## config.mk

```make
export PLATFORM = sky130hd
export DESIGN_NAME = wb_test_interrupts
export DESIGN_NICKNAME = d
export VERILOG_FILES = /design/src/common/eic_pkg.sv /design/src/common/wb_regs_pkg.sv /design/src/common/eic_ctrl_if.sv /design/src/eic/irq_detector.sv /design/src/eic/irq_status.sv /design/src/eic/eic_wb_regs.sv /design/src/hw/wb_test_interrupts.sv
export VERILOG_INCLUDE_DIRS = /design/src /design/src/common
export SDC_FILE = /design/constraint.sdc
export NUM_CORES = 1
export LEC_CHECK = 0
export ABC_AREA = 1
export BUFFER_PORTS_ARGS = -buffer_cell sky130_fd_sc_hd__buf_2
export CORE_ASPECT_RATIO = 1.25
export CORE_MARGIN = 2
export CORE_UTILIZATION = 42
export DETAILED_ROUTE_END_ITERATION = 10
export PLACE_DENSITY_LB_ADDON = 0.2
export SLEW_MARGIN = 0
export SYNTH_ARGS = -nofsm -noshare
export SYNTH_HDL_FRONTEND = slang
export SYNTH_HIERARCHICAL = 1
export SYNTH_SLANG_ARGS = --single-unit
export TNS_END_PERCENT = 100
```

## constraint.sdc

```tcl
create_clock -name wb_clk_i -period 1.5 [get_ports wb_clk_i]
set_clock_uncertainty 0.15 [all_clocks]
set_input_delay 0.075 -clock wb_clk_i [delete_from_list [all_inputs] [get_ports wb_clk_i]]
set_output_delay 0.075 -clock wb_clk_i [all_outputs]
set_load 0.005 [all_outputs]
```

## src/common/eic_settings.svh

```systemverilog
`ifndef EIC_SETTINGS_SVH
`define EIC_SETTINGS_SVH

// interrupt lines handled by the controller
`define EIC_NUM_IRQS     4

// flops per line in the input synchronizer
`define EIC_SYNC_STAGES  2

// word indices on wb_addr_i[1:0]
`define EIC_REG_IDR      0
`define EIC_REG_IER      1
`define EIC_REG_IMR      2
`define EIC_REG_ISR      3

`endif

```

## src/common/eic_pkg.sv

```systemverilog
`default_nettype none

`include "eic_settings.svh"

package eic_pkg;

   // how a line turns into an event
   typedef enum logic [1:0] {
      IRQ_RISING   = 2'd0,
      IRQ_FALLING  = 2'd1,
      IRQ_LEVEL_LO = 2'd2,
      IRQ_LEVEL_HI = 2'd3
   } irq_mode_e;

   // one bit per interrupt line
   typedef logic [`EIC_NUM_IRQS-1:0] irq_vec_t;

   typedef irq_mode_e irq_mode_tab_t [`EIC_NUM_IRQS];

   // fixed trigger per line, index 0 first
   localparam irq_mode_tab_t IRQ_MODES = '{
      IRQ_RISING,
      IRQ_FALLING,
      IRQ_LEVEL_LO,
      IRQ_LEVEL_HI
   };

   // level a line rests at when it is not requesting
   function automatic logic irq_idle_level(irq_mode_e mode);
      return (mode == IRQ_FALLING) || (mode == IRQ_LEVEL_LO);
   endfunction

endpackage

`default_nettype wire

```

## src/common/wb_regs_pkg.sv

```systemverilog
`default_nettype none

`include "eic_settings.svh"

package wb_regs_pkg;

   localparam int unsigned WB_DATA_W = 32;

   typedef logic [WB_DATA_W-1:0] wb_word_t;

   // register select, straight from the word address
   typedef enum logic [1:0] {
      REG_IDR = 2'(`EIC_REG_IDR),
      REG_IER = 2'(`EIC_REG_IER),
      REG_IMR = 2'(`EIC_REG_IMR),
      REG_ISR = 2'(`EIC_REG_ISR)
   } eic_reg_e;

endpackage

`default_nettype wire

```

## src/common/eic_ctrl_if.sv

```systemverilog
`timescale 1ns/1ps
`default_nettype none

interface eic_ctrl_if import eic_pkg::*; ();

   // single cycle write strobes from the bus side
   logic     ier_wr;
   logic     idr_wr;
   logic     isr_wr;
   irq_vec_t wr_bits;   // low data bits of the write

   // register state back toward the bus
   irq_vec_t imr;
   irq_vec_t isr;

   modport regs_mp (
      output ier_wr,
      output idr_wr,
      output isr_wr,
      output wr_bits,
      input  imr,
      input  isr
   );

   modport status_mp (
      input  ier_wr,
      input  idr_wr,
      input  isr_wr,
      input  wr_bits,
      output imr,
      output isr
   );

endinterface

`default_nettype wire

```

## src/eic/irq_detector.sv

```systemverilog
`timescale 1ns/1ps
`default_nettype none

`include "eic_settings.svh"

module irq_detector import eic_pkg::*; (
   input  logic     wb_clk_i,
   input  logic     rst_n_i,
   input  irq_vec_t irq_lines_i,
   output irq_vec_t events_o
);

   localparam int unsigned NSYNC = `EIC_SYNC_STAGES;

   irq_vec_t idle_lvl;
   irq_vec_t sync_q [NSYNC];
   irq_vec_t cur_q;     // synchronized level
   irq_vec_t prv_q;     // previous level, for edges
   irq_vec_t event_d;
   irq_vec_t event_q;

   always_comb begin
      for (int i = 0; i < `EIC_NUM_IRQS; i++) begin
         idle_lvl[i] = irq_idle_level(IRQ_MODES[i]);
      end
   end

   // history starts at the resting level so reset gives no edge
   always_ff @(posedge wb_clk_i) begin
      if (!rst_n_i) begin
         for (int s = 0; s < NSYNC; s++) begin
            sync_q[s] <= idle_lvl;
         end
         cur_q <= idle_lvl;
         prv_q <= idle_lvl;
      end else begin
         sync_q[0] <= irq_lines_i;
         for (int s = 1; s < NSYNC; s++) begin
            sync_q[s] <= sync_q[s-1];
         end
         cur_q <= sync_q[NSYNC-1];
         prv_q <= cur_q;
      end
   end

   always_comb begin
      for (int i = 0; i < `EIC_NUM_IRQS; i++) begin
         case (IRQ_MODES[i])
            IRQ_RISING:   event_d[i] = cur_q[i] & ~prv_q[i];
            IRQ_FALLING:  event_d[i] = ~cur_q[i] & prv_q[i];
            IRQ_LEVEL_LO: event_d[i] = ~cur_q[i];
            default:      event_d[i] = cur_q[i];   // level high
         endcase
      end
   end

   // registered so edge and level paths leave together
   always_ff @(posedge wb_clk_i) begin
      if (!rst_n_i) begin
         event_q <= '0;
      end else begin
         event_q <= event_d;
      end
   end

   assign events_o = event_q;

endmodule

`default_nettype wire

```

## src/eic/irq_status.sv

```systemverilog
`timescale 1ns/1ps
`default_nettype none

module irq_status import eic_pkg::*; (
   input  logic     wb_clk_i,
   input  logic     rst_n_i,
   input  irq_vec_t events_i,
   eic_ctrl_if.status_mp ctrl,
   output logic     irq_o
);

   irq_vec_t imr_q;
   irq_vec_t imr_d;
   irq_vec_t isr_q;
   irq_vec_t isr_d;
   logic     irq_q;

   always_comb begin
      imr_d = imr_q;
      if (ctrl.ier_wr) begin
         imr_d = imr_d | ctrl.wr_bits;
      end
      if (ctrl.idr_wr) begin
         imr_d = imr_d & ~ctrl.wr_bits;
      end
   end

   // clear first, then set, so a live source wins over the ack
   always_comb begin
      isr_d = isr_q;
      if (ctrl.isr_wr) begin
         isr_d = isr_d & ~ctrl.wr_bits;
      end
      isr_d = isr_d | (events_i & imr_q);
   end

   always_ff @(posedge wb_clk_i) begin
      if (!rst_n_i) begin
         imr_q <= '0;
         isr_q <= '0;
         irq_q <= 1'b0;
      end else begin
         imr_q <= imr_d;
         isr_q <= isr_d;
         irq_q <= |isr_d;   // tracks pending bits on the same edge
      end
   end

   assign ctrl.imr = imr_q;
   assign ctrl.isr = isr_q;
   assign irq_o    = irq_q;

endmodule

`default_nettype wire

```

## src/eic/eic_wb_regs.sv

```systemverilog
`timescale 1ns/1ps
`default_nettype none

`include "eic_settings.svh"

module eic_wb_regs import wb_regs_pkg::*; (
   input  logic       wb_clk_i,
   input  logic       rst_n_i,
   input  logic [1:0] wb_addr_i,
   input  wb_word_t   wb_data_i,
   output wb_word_t   wb_data_o,
   input  logic       wb_cyc_i,
   input  logic       wb_stb_i,
   input  logic       wb_we_i,
   output logic       wb_ack_o,
   eic_ctrl_if.regs_mp ctrl
);

   eic_reg_e reg_sel;
   logic     access;
   logic     ack_q;
   wb_word_t rdata_d;
   wb_word_t rdata_q;

   assign reg_sel = eic_reg_e'(wb_addr_i);

   // request seen and not yet acknowledged
   assign access = wb_cyc_i & wb_stb_i & ~ack_q;

   // ack is one cycle, then a gap of one before the next
   always_ff @(posedge wb_clk_i) begin
      if (!rst_n_i) begin
         ack_q <= 1'b0;
      end else begin
         ack_q <= access;
      end
   end

   assign wb_ack_o = ack_q;

   // strobes land on the edge where ack rises
   always_comb begin
      ctrl.ier_wr = 1'b0;
      ctrl.idr_wr = 1'b0;
      ctrl.isr_wr = 1'b0;
      if (access && wb_we_i) begin
         case (reg_sel)
            REG_IER: ctrl.ier_wr = 1'b1;
            REG_IDR: ctrl.idr_wr = 1'b1;
            REG_ISR: ctrl.isr_wr = 1'b1;
            default: ;   // imr is read-only
         endcase
      end
   end

   assign ctrl.wr_bits = wb_data_i[`EIC_NUM_IRQS-1:0];

   always_comb begin
      case (reg_sel)
         REG_IMR: rdata_d = wb_word_t'(ctrl.imr);
         REG_ISR: rdata_d = wb_word_t'(ctrl.isr);
         default: rdata_d = '0;   // idr and ier read back zero
      endcase
   end

   // captured with the ack, valid while ack is high
   always_ff @(posedge wb_clk_i) begin
      if (access && !wb_we_i) begin
         rdata_q <= rdata_d;
      end
   end

   assign wb_data_o = rdata_q;

endmodule

`default_nettype wire

```

## src/hw/wb_test_interrupts.sv

```systemverilog
`timescale 1ns/1ps
`default_nettype none

module wb_test_interrupts import eic_pkg::*, wb_regs_pkg::*; (
   input  logic       rst_n_i,
   input  logic       wb_clk_i,
   input  logic [1:0] wb_addr_i,
   input  wb_word_t   wb_data_i,
   output wb_word_t   wb_data_o,
   input  logic       wb_cyc_i,
   input  logic [3:0] wb_sel_i,   // full words only
   input  logic       wb_stb_i,
   input  logic       wb_we_i,
   output logic       wb_ack_o,
   output logic       wb_irq_o,
   input  logic       irq_ipe_i,
   input  logic       irq_ine_i,
   input  logic       irq_il0_i,
   input  logic       irq_il1_i
);

   irq_vec_t irq_lines;
   irq_vec_t events;

   // bit order follows the mode table
   assign irq_lines = {irq_il1_i, irq_il0_i, irq_ine_i, irq_ipe_i};

   eic_ctrl_if ctrl_if ();

   irq_detector i_detector (
      .wb_clk_i    (wb_clk_i),
      .rst_n_i     (rst_n_i),
      .irq_lines_i (irq_lines),
      .events_o    (events)
   );

   irq_status i_status (
      .wb_clk_i (wb_clk_i),
      .rst_n_i  (rst_n_i),
      .events_i (events),
      .ctrl     (ctrl_if.status_mp),
      .irq_o    (wb_irq_o)
   );

   eic_wb_regs i_regs (
      .wb_clk_i  (wb_clk_i),
      .rst_n_i   (rst_n_i),
      .wb_addr_i (wb_addr_i),
      .wb_data_i (wb_data_i),
      .wb_data_o (wb_data_o),
      .wb_cyc_i  (wb_cyc_i),
      .wb_stb_i  (wb_stb_i),
      .wb_we_i   (wb_we_i),
      .wb_ack_o  (wb_ack_o),
      .ctrl      (ctrl_if.regs_mp)
   );

endmodule

`default_nettype wire

```

# ---- Yosys cells after proc, flatten, opt, wreduce, memory -nomap -nowiden
# Memories as Yosys holds them, arrays and structs flattened. A register that Yosys moved wholly into a read port is not among the register bits.
# Cells that the tools add are included.
dict set report word_totals {
  ram_bits 8
  reg_bits 48
  in_bits 47
  memories 1
}
dict set report op_classes {
  muxes 14
  eq_ne 3
  reduce_logical 6
  n_bitwise 16
}
# memory depth width read_ports rd_clocked_by_memory_dff write_ports line_no
set memory_table {}
lappend memory_table {i_detector.sync_q 2 4 2 1 2 irq_detector.sv:16} ;# irq_vec_t sync_q [NSYNC];
# operator count
set op_table {}
lappend op_table {{4-bit two-way mux} 5}
lappend op_table {{4-bit AND} 3}
lappend op_table {{1-bit two-way mux} 8}
lappend op_table {{4-bit bitwise OR} 2}
lappend op_table {{4-bit one-hot mux with 2 select lines} 1}
lappend op_table {{1-bit AND} 4}
lappend op_table {{2-bit equality test, second input constant} 2}
lappend op_table {{1-bit NOT} 4}
lappend op_table {{4-bit NOT} 1}
lappend op_table {{4-bit OR reduction} 1}
lappend op_table {{2-bit by 1-bit equality test with 1-bit output, second input constant} 1}
lappend op_table {{1-bit logical AND} 2}
lappend op_table {{1-bit zero test} 2}
lappend op_table {{2-bit zero test} 1}
lappend op_table {{1-bit bitwise OR} 2}

# ---- Longest topological paths before layout
dict set report depth {
  ltp_word 7
  ltp_mapped 8
  mapped_depth_nobuf 8
}

# ---- By module
# Netlist, hierarchy kept.
# mod area_per_inst_um2 cells_per_inst seq_area_each_um2 instances
set modules_own_cells {}
lappend modules_own_cells {eic_wb_regs 506.7 65 140.1 1}
lappend modules_own_cells {irq_detector 498.0 48 360.3 1}
lappend modules_own_cells {irq_status 326.6 41 180.2 1}

# ---- Worst setup path before layout
# No wires, ideal clock.
dict set report synth_path {
  path_type {register to register}
  from {reg i_regs.ack_q, in the netlist i_regs/wb_ack_o}
  to {reg i_status.irq_q, in the netlist i_status/irq_o}
  stages_incl_launch_ff 9
  arrival_time_ps 977
  setup_ps 118
  setup_slack_ps 256
  synth_period_minus_slack_ps 1244
  required_time_ps 1232
  cell_sequence {dfxtp_1 -> inv_1 -> nand4_1 -> nor2_1 -> nand2_1 -> nand2_1 -> nand2_1 -> nor2_1 -> a21oi_1}
}
dict set report synth_between {
  elab_chain_len 7
}
# item line_no
set synth_lines {}
lappend synth_lines {{from (decl)} eic_wb_regs.sv:21} ;# logic ack_q;
lappend synth_lines {{from (signal assigned)} eic_wb_regs.sv:35} ;# ack_q <= access;
lappend synth_lines {{1-bit NOT} eic_wb_regs.sv:28} ;# assign access = wb_cyc_i & wb_stb_i & ~ack_q;
lappend synth_lines {{1-bit AND} eic_wb_regs.sv:28}
lappend synth_lines {{1-bit logical AND} eic_wb_regs.sv:46} ;# if (access && wb_we_i) begin
lappend synth_lines {{1-bit two-way mux} eic_wb_regs.sv:46}
lappend synth_lines {{net ctrl_if.isr_wr} eic_ctrl_if.sv:9} ;# logic isr_wr;
lappend synth_lines {{4-bit two-way mux} irq_status.sv:31} ;# if (ctrl.isr_wr) begin
lappend synth_lines {{4-bit bitwise OR} irq_status.sv:34} ;# isr_d = isr_d | (events_i & imr_q);
lappend synth_lines {{4-bit OR reduction} irq_status.sv:45} ;# irq_q <= |isr_d;
lappend synth_lines {{to (signal assigned)} irq_status.sv:45}
lappend synth_lines {{to (decl)} irq_status.sv:16} ;# logic irq_q;
# The timed path passes the listed nets, and every way through them passes these cells.
# A chain may end at the register's enable or synchronous reset.

# ---- Final worst setup path
dict set report layout_path {
  from {in wb_we_i}
  to {reg i_status.irq_q, in the netlist i_status/irq_o}
}
dict set report layout_between {
  elab_chain_len 5
}
# item line_no
set layout_lines {}
lappend layout_lines {{from (decl)} wb_test_interrupts.sv:13} ;# input logic wb_we_i,
lappend layout_lines {{1-bit logical AND} eic_wb_regs.sv:46}
lappend layout_lines {{1-bit two-way mux} eic_wb_regs.sv:46}
lappend layout_lines {{net ctrl_if.isr_wr} eic_ctrl_if.sv:9}
lappend layout_lines {{4-bit two-way mux} irq_status.sv:31}
lappend layout_lines {{4-bit bitwise OR} irq_status.sv:34}
lappend layout_lines {{4-bit OR reduction} irq_status.sv:45}
# The timed path passes the listed nets, and every way through them passes these cells.

==> Flow_metrics.wiki <==
{| class="wikitable"
! Metric !! Value
|-
| Category of the critical setup timing path || input port to flop
|-
| Nets@finish || ~240
|-
| Post-layout power || ~1.5 mW
|-
| Worst Setup Slack post-DPL || between 80 and 90 ps
|-
| Final wirelength || slightly below 2000 µm
|-
| Worst path top cell family by delay || simple AND/OR/NAND/NOR gates
|-
| Number of vias after detailed routing || ~950
|-
| # port buffers || 20
|-
| Cell type with the highest occurrence count on the critical path || sky130_fd_sc_hd__nand2_1
|-
| Maximum clock frequency || around 710 MHz
|-
| Placeable Area || just under 0.003 mm²
|-
| Setup slack of the critical path after layout || 90.3 ps
|-
| DRT iter0 DRCs || 21
|-
| Commonest cells after routing, fill and taps aside || sky130_fd_sc_hd__nand2_1 (32), sky130_fd_sc_hd__dfxtp_1 (28), sky130_fd_sc_hd__conb_1 (28), sky130_fd_sc_hd__buf_2 (19), sky130_fd_sc_hd__dlygate4sd3_1 (15)
|-
| Final weighted congestion in routability-driven placement || roughly 0.8
|-
| Clock input transition at the sequential cells of the worst setup and hold paths || roughly 90 ps
|-
| Average wire per standard cell || 8.77 µm
|-
| Number of nets with antenna violations after detailed routing || 0
|-
| Total Die Area || between 0.003 and 0.004 mm²
|-
| Worst reg-to-reg setup slack || 120 ps
|-
| Crit path buf inv count || 2
|-
| Reported leakage power || 0.773 nW
|-
| Delay of the slowest cell on the worst path || around 530 ps
|-
| Wire length of the first global-routing pass || slightly below 3000 µm
|-
| RSZ-0062 raised after global routing || yes
|-
| IR drop worst, VDD || between 600 and 700 µV
|-
| Average via count per standard cell || 4.18
|-
| Clock latency on the worst-skew pair || roughly 310 ps
|-
| H-tree Lvls || 2
|-
| Crit-path max FO || 4
|-
| Crit path launch type || input port
|-
| Final slew viol count || 0
|-
| Initial Utilization || 0.448
|-
| Req. time, crit path || roughly 1600 ps
|-
| Slowest cell on crit path || sky130_fd_sc_hd__dlygate4sd3_1
|-
| Synth cell types || 15
|-
| CTS max path bufs || 2
|-
| Final hold viol count || 0
|-
| Detail Placement HPWL || approximately 1400 µm
|-
| DRC Markers || 0
|-
| Die Y-Extent || around 67 µm
|-
| Mean instance size in the synthesized netlist || between 8 and 9 µm²
|-
| Largest net degree at the start of global routing || 13
|-
| Number of cells on the worst reg-to-reg path || 8
|-
| Most frequent standard cell in the layout excluding fill and tap cells || sky130_fd_sc_hd__nand2_1
|-
| Worst min-delay path endpoint || i_regs/wb_data_o[3]
|-
| Hold path cells || 3
|-
| Power per cell area || 978 mW/mm²
|-
| GRT overflow || 0
|-
| Clock root buffer master || sky130_fd_sc_hd__clkbuf_4
|-
| Final cycle utilization of the critical path || 0.940
|-
| Run status || finished clean
|-
| Horizontal die dimension || roughly 54 µm
|-
| Sink count of the clock tree || 32
|-
| # Max-Cap Violations || 0
|-
| Arrival time reported for the critical path endpoint || ~1500 ps
|-
| Final core occ || 0.514
|-
| Clock tree from TritonCTS || yes
|-
| Setup crit end kind || flop
|-
| Std-Cell Rows || 22
|-
| Post-synthesis sequential area ratio || 0.511
|-
| Number of I/O pins || 81
|-
| Final TNS setup || 0 ps
|-
| Number of iterations in the first detailed-routing pass || 5
|-
| R2R Path End || i_status/irq_o
|-
| Hold path startpoint || wb_addr_i[1]
|-
| Post-synth design cell area || about 0.0013 mm²
|-
| TritonCTS buffer count || 5
|-
| Number of setup violations in the final report || 0
|-
| Layout cells sized above 1 || 0.163
|-
| # diodes || 0
|-
| Worst hold-check path type || input port to flop
|-
| Initial antenna violation count || 0
|-
| Non-Filler Cell Area, Final || approximately 0.0015 mm²
|-
| Start of the worst register-to-register path || i_regs/wb_ack_o
|-
| Post-route minimum period || 1410 ps
|-
| Placement-stage cell area || ~0.0013 mm²
|-
| Number of flip-flops and latches in the synthesized netlist || 32
|-
| Via count of the first global-routing pass || between 700 and 800
|-
| Layout Area Growth over Synthesis || 14.8%
|-
| Synthesized netlist cell count || 154
|-
| Post-CTS setup repair buffer count || 0
|-
| Global router's overall resource usage || 0.115
|-
| Critical path cell sequence || dlygate4sd3_1, buf_2, nand4_1, nor2_2, nand2_1, nand2_1, nand2_1, nor2_1, a21oi_1
|-
| Yosys warns || 6
|}
## layer usage
layer  up-vias  track usage  part of all wire
met2        38        0.209              0.55
met4         0       0.0563                 0
met3         0       0.0426             0.076
met1       416        0.106              0.37
li1        491            -                 -
met5         -            0                 0
## cell families after synthesis
kind of cell / after synthesis / synth area share
other cells: 1 / 0.00282
flops: 32 / 0.511
compound gates: 13 / 0.0564
buf+inv: 50 / 0.244
simple gates: 58 / 0.185
## what timing repair did
action                                  CTS  global route
endpoints found under the setup margin    0             4
resized for setup                         0             2
hold endpoints to repair                 28             0
hold buffers                             15             0
## worst min-delay path, cell delays in order
cell	delay, ps
sky130_fd_sc_hd__buf_2	180
sky130_fd_sc_hd__nand3_1	90
sky130_fd_sc_hd__nand2_1	50
## worst max path at each step
stage / startpoint / to / depth (start not counted)
floorplan: i_regs/wb_ack_o / i_status/irq_o / 8
global placement: i_regs/wb_ack_o / i_status/irq_o / 8
detailed placement: i_regs/wb_ack_o / i_status/irq_o / 8
CTS: wb_cyc_i / i_status/irq_o / 9
global route: wb_we_i / i_status/ctrl.imr[3] / 6
finish: wb_we_i / i_status/irq_o / 9
## final cells by class
| cell class | count | area (µm²) |
|---|---|---|
| sequential | 32 | 681 |
| inverter | 16 | 62.6 |
| timing repair buffer | 35 | 253 |
| tap | 36 | 45.0 |
| fill | 294 | 1440 |
| multi-input combinational | 99 | 429 |
| clock buffer | 8 | 58.8 |
## power breakdown
group / switching, mW / leakage (nW) / internal (mW)
Combinational: 0.0640 / 0.475 / 0.0535
Sequential: 0.00520 / 0.265 / 0.885
Clock: 0.257 / 0.0326 / 0.231
## registers in the layout (all words and copies together) (netlist names)
signal,count
i_status/ctrl.imr,4
i_detector/sync_q,8
i_detector/cur_q,4
i_detector/prv_q,2
i_status/irq_o,1
i_status/ctrl.isr,4
i_regs/wb_data_o,4
i_regs/wb_ack_o,1
i_detector/events_o,4
## Yosys cell counts
cell type / number / area [µm²]
sky130_fd_sc_hd__nor2_1: 10 / 37.5
sky130_fd_sc_hd__nand2_1: 32 / 120
sky130_fd_sc_hd__inv_4: 1 / 6.26
sky130_fd_sc_hd__conb_1: 1 / 3.75
sky130_fd_sc_hd__or2_1: 6 / 37.5
sky130_fd_sc_hd__a211oi_1: 4 / 30.0
sky130_fd_sc_hd__a21oi_1: 9 / 45.0
sky130_fd_sc_hd__buf_4: 32 / 240
sky130_fd_sc_hd__inv_1: 12 / 45.0
sky130_fd_sc_hd__dfxtp_1: 28 / 561
sky130_fd_sc_hd__inv_2: 3 / 11.3
sky130_fd_sc_hd__nand4_1: 1 / 6.26
sky130_fd_sc_hd__nand3_1: 9 / 45.0
sky130_fd_sc_hd__buf_6: 2 / 22.5
sky130_fd_sc_hd__edfxtp_1: 4 / 120
## stage by stage
stage,hold WS [ps],instances
3_3_place_gp,106,203
5_1_grt,48.7,226
6_report,38.4,226
3_5_place_dp,108,203
2_1_floorplan,22.6,181
4_1_cts,23.3,226
Power figures use the tool's default switching activity.
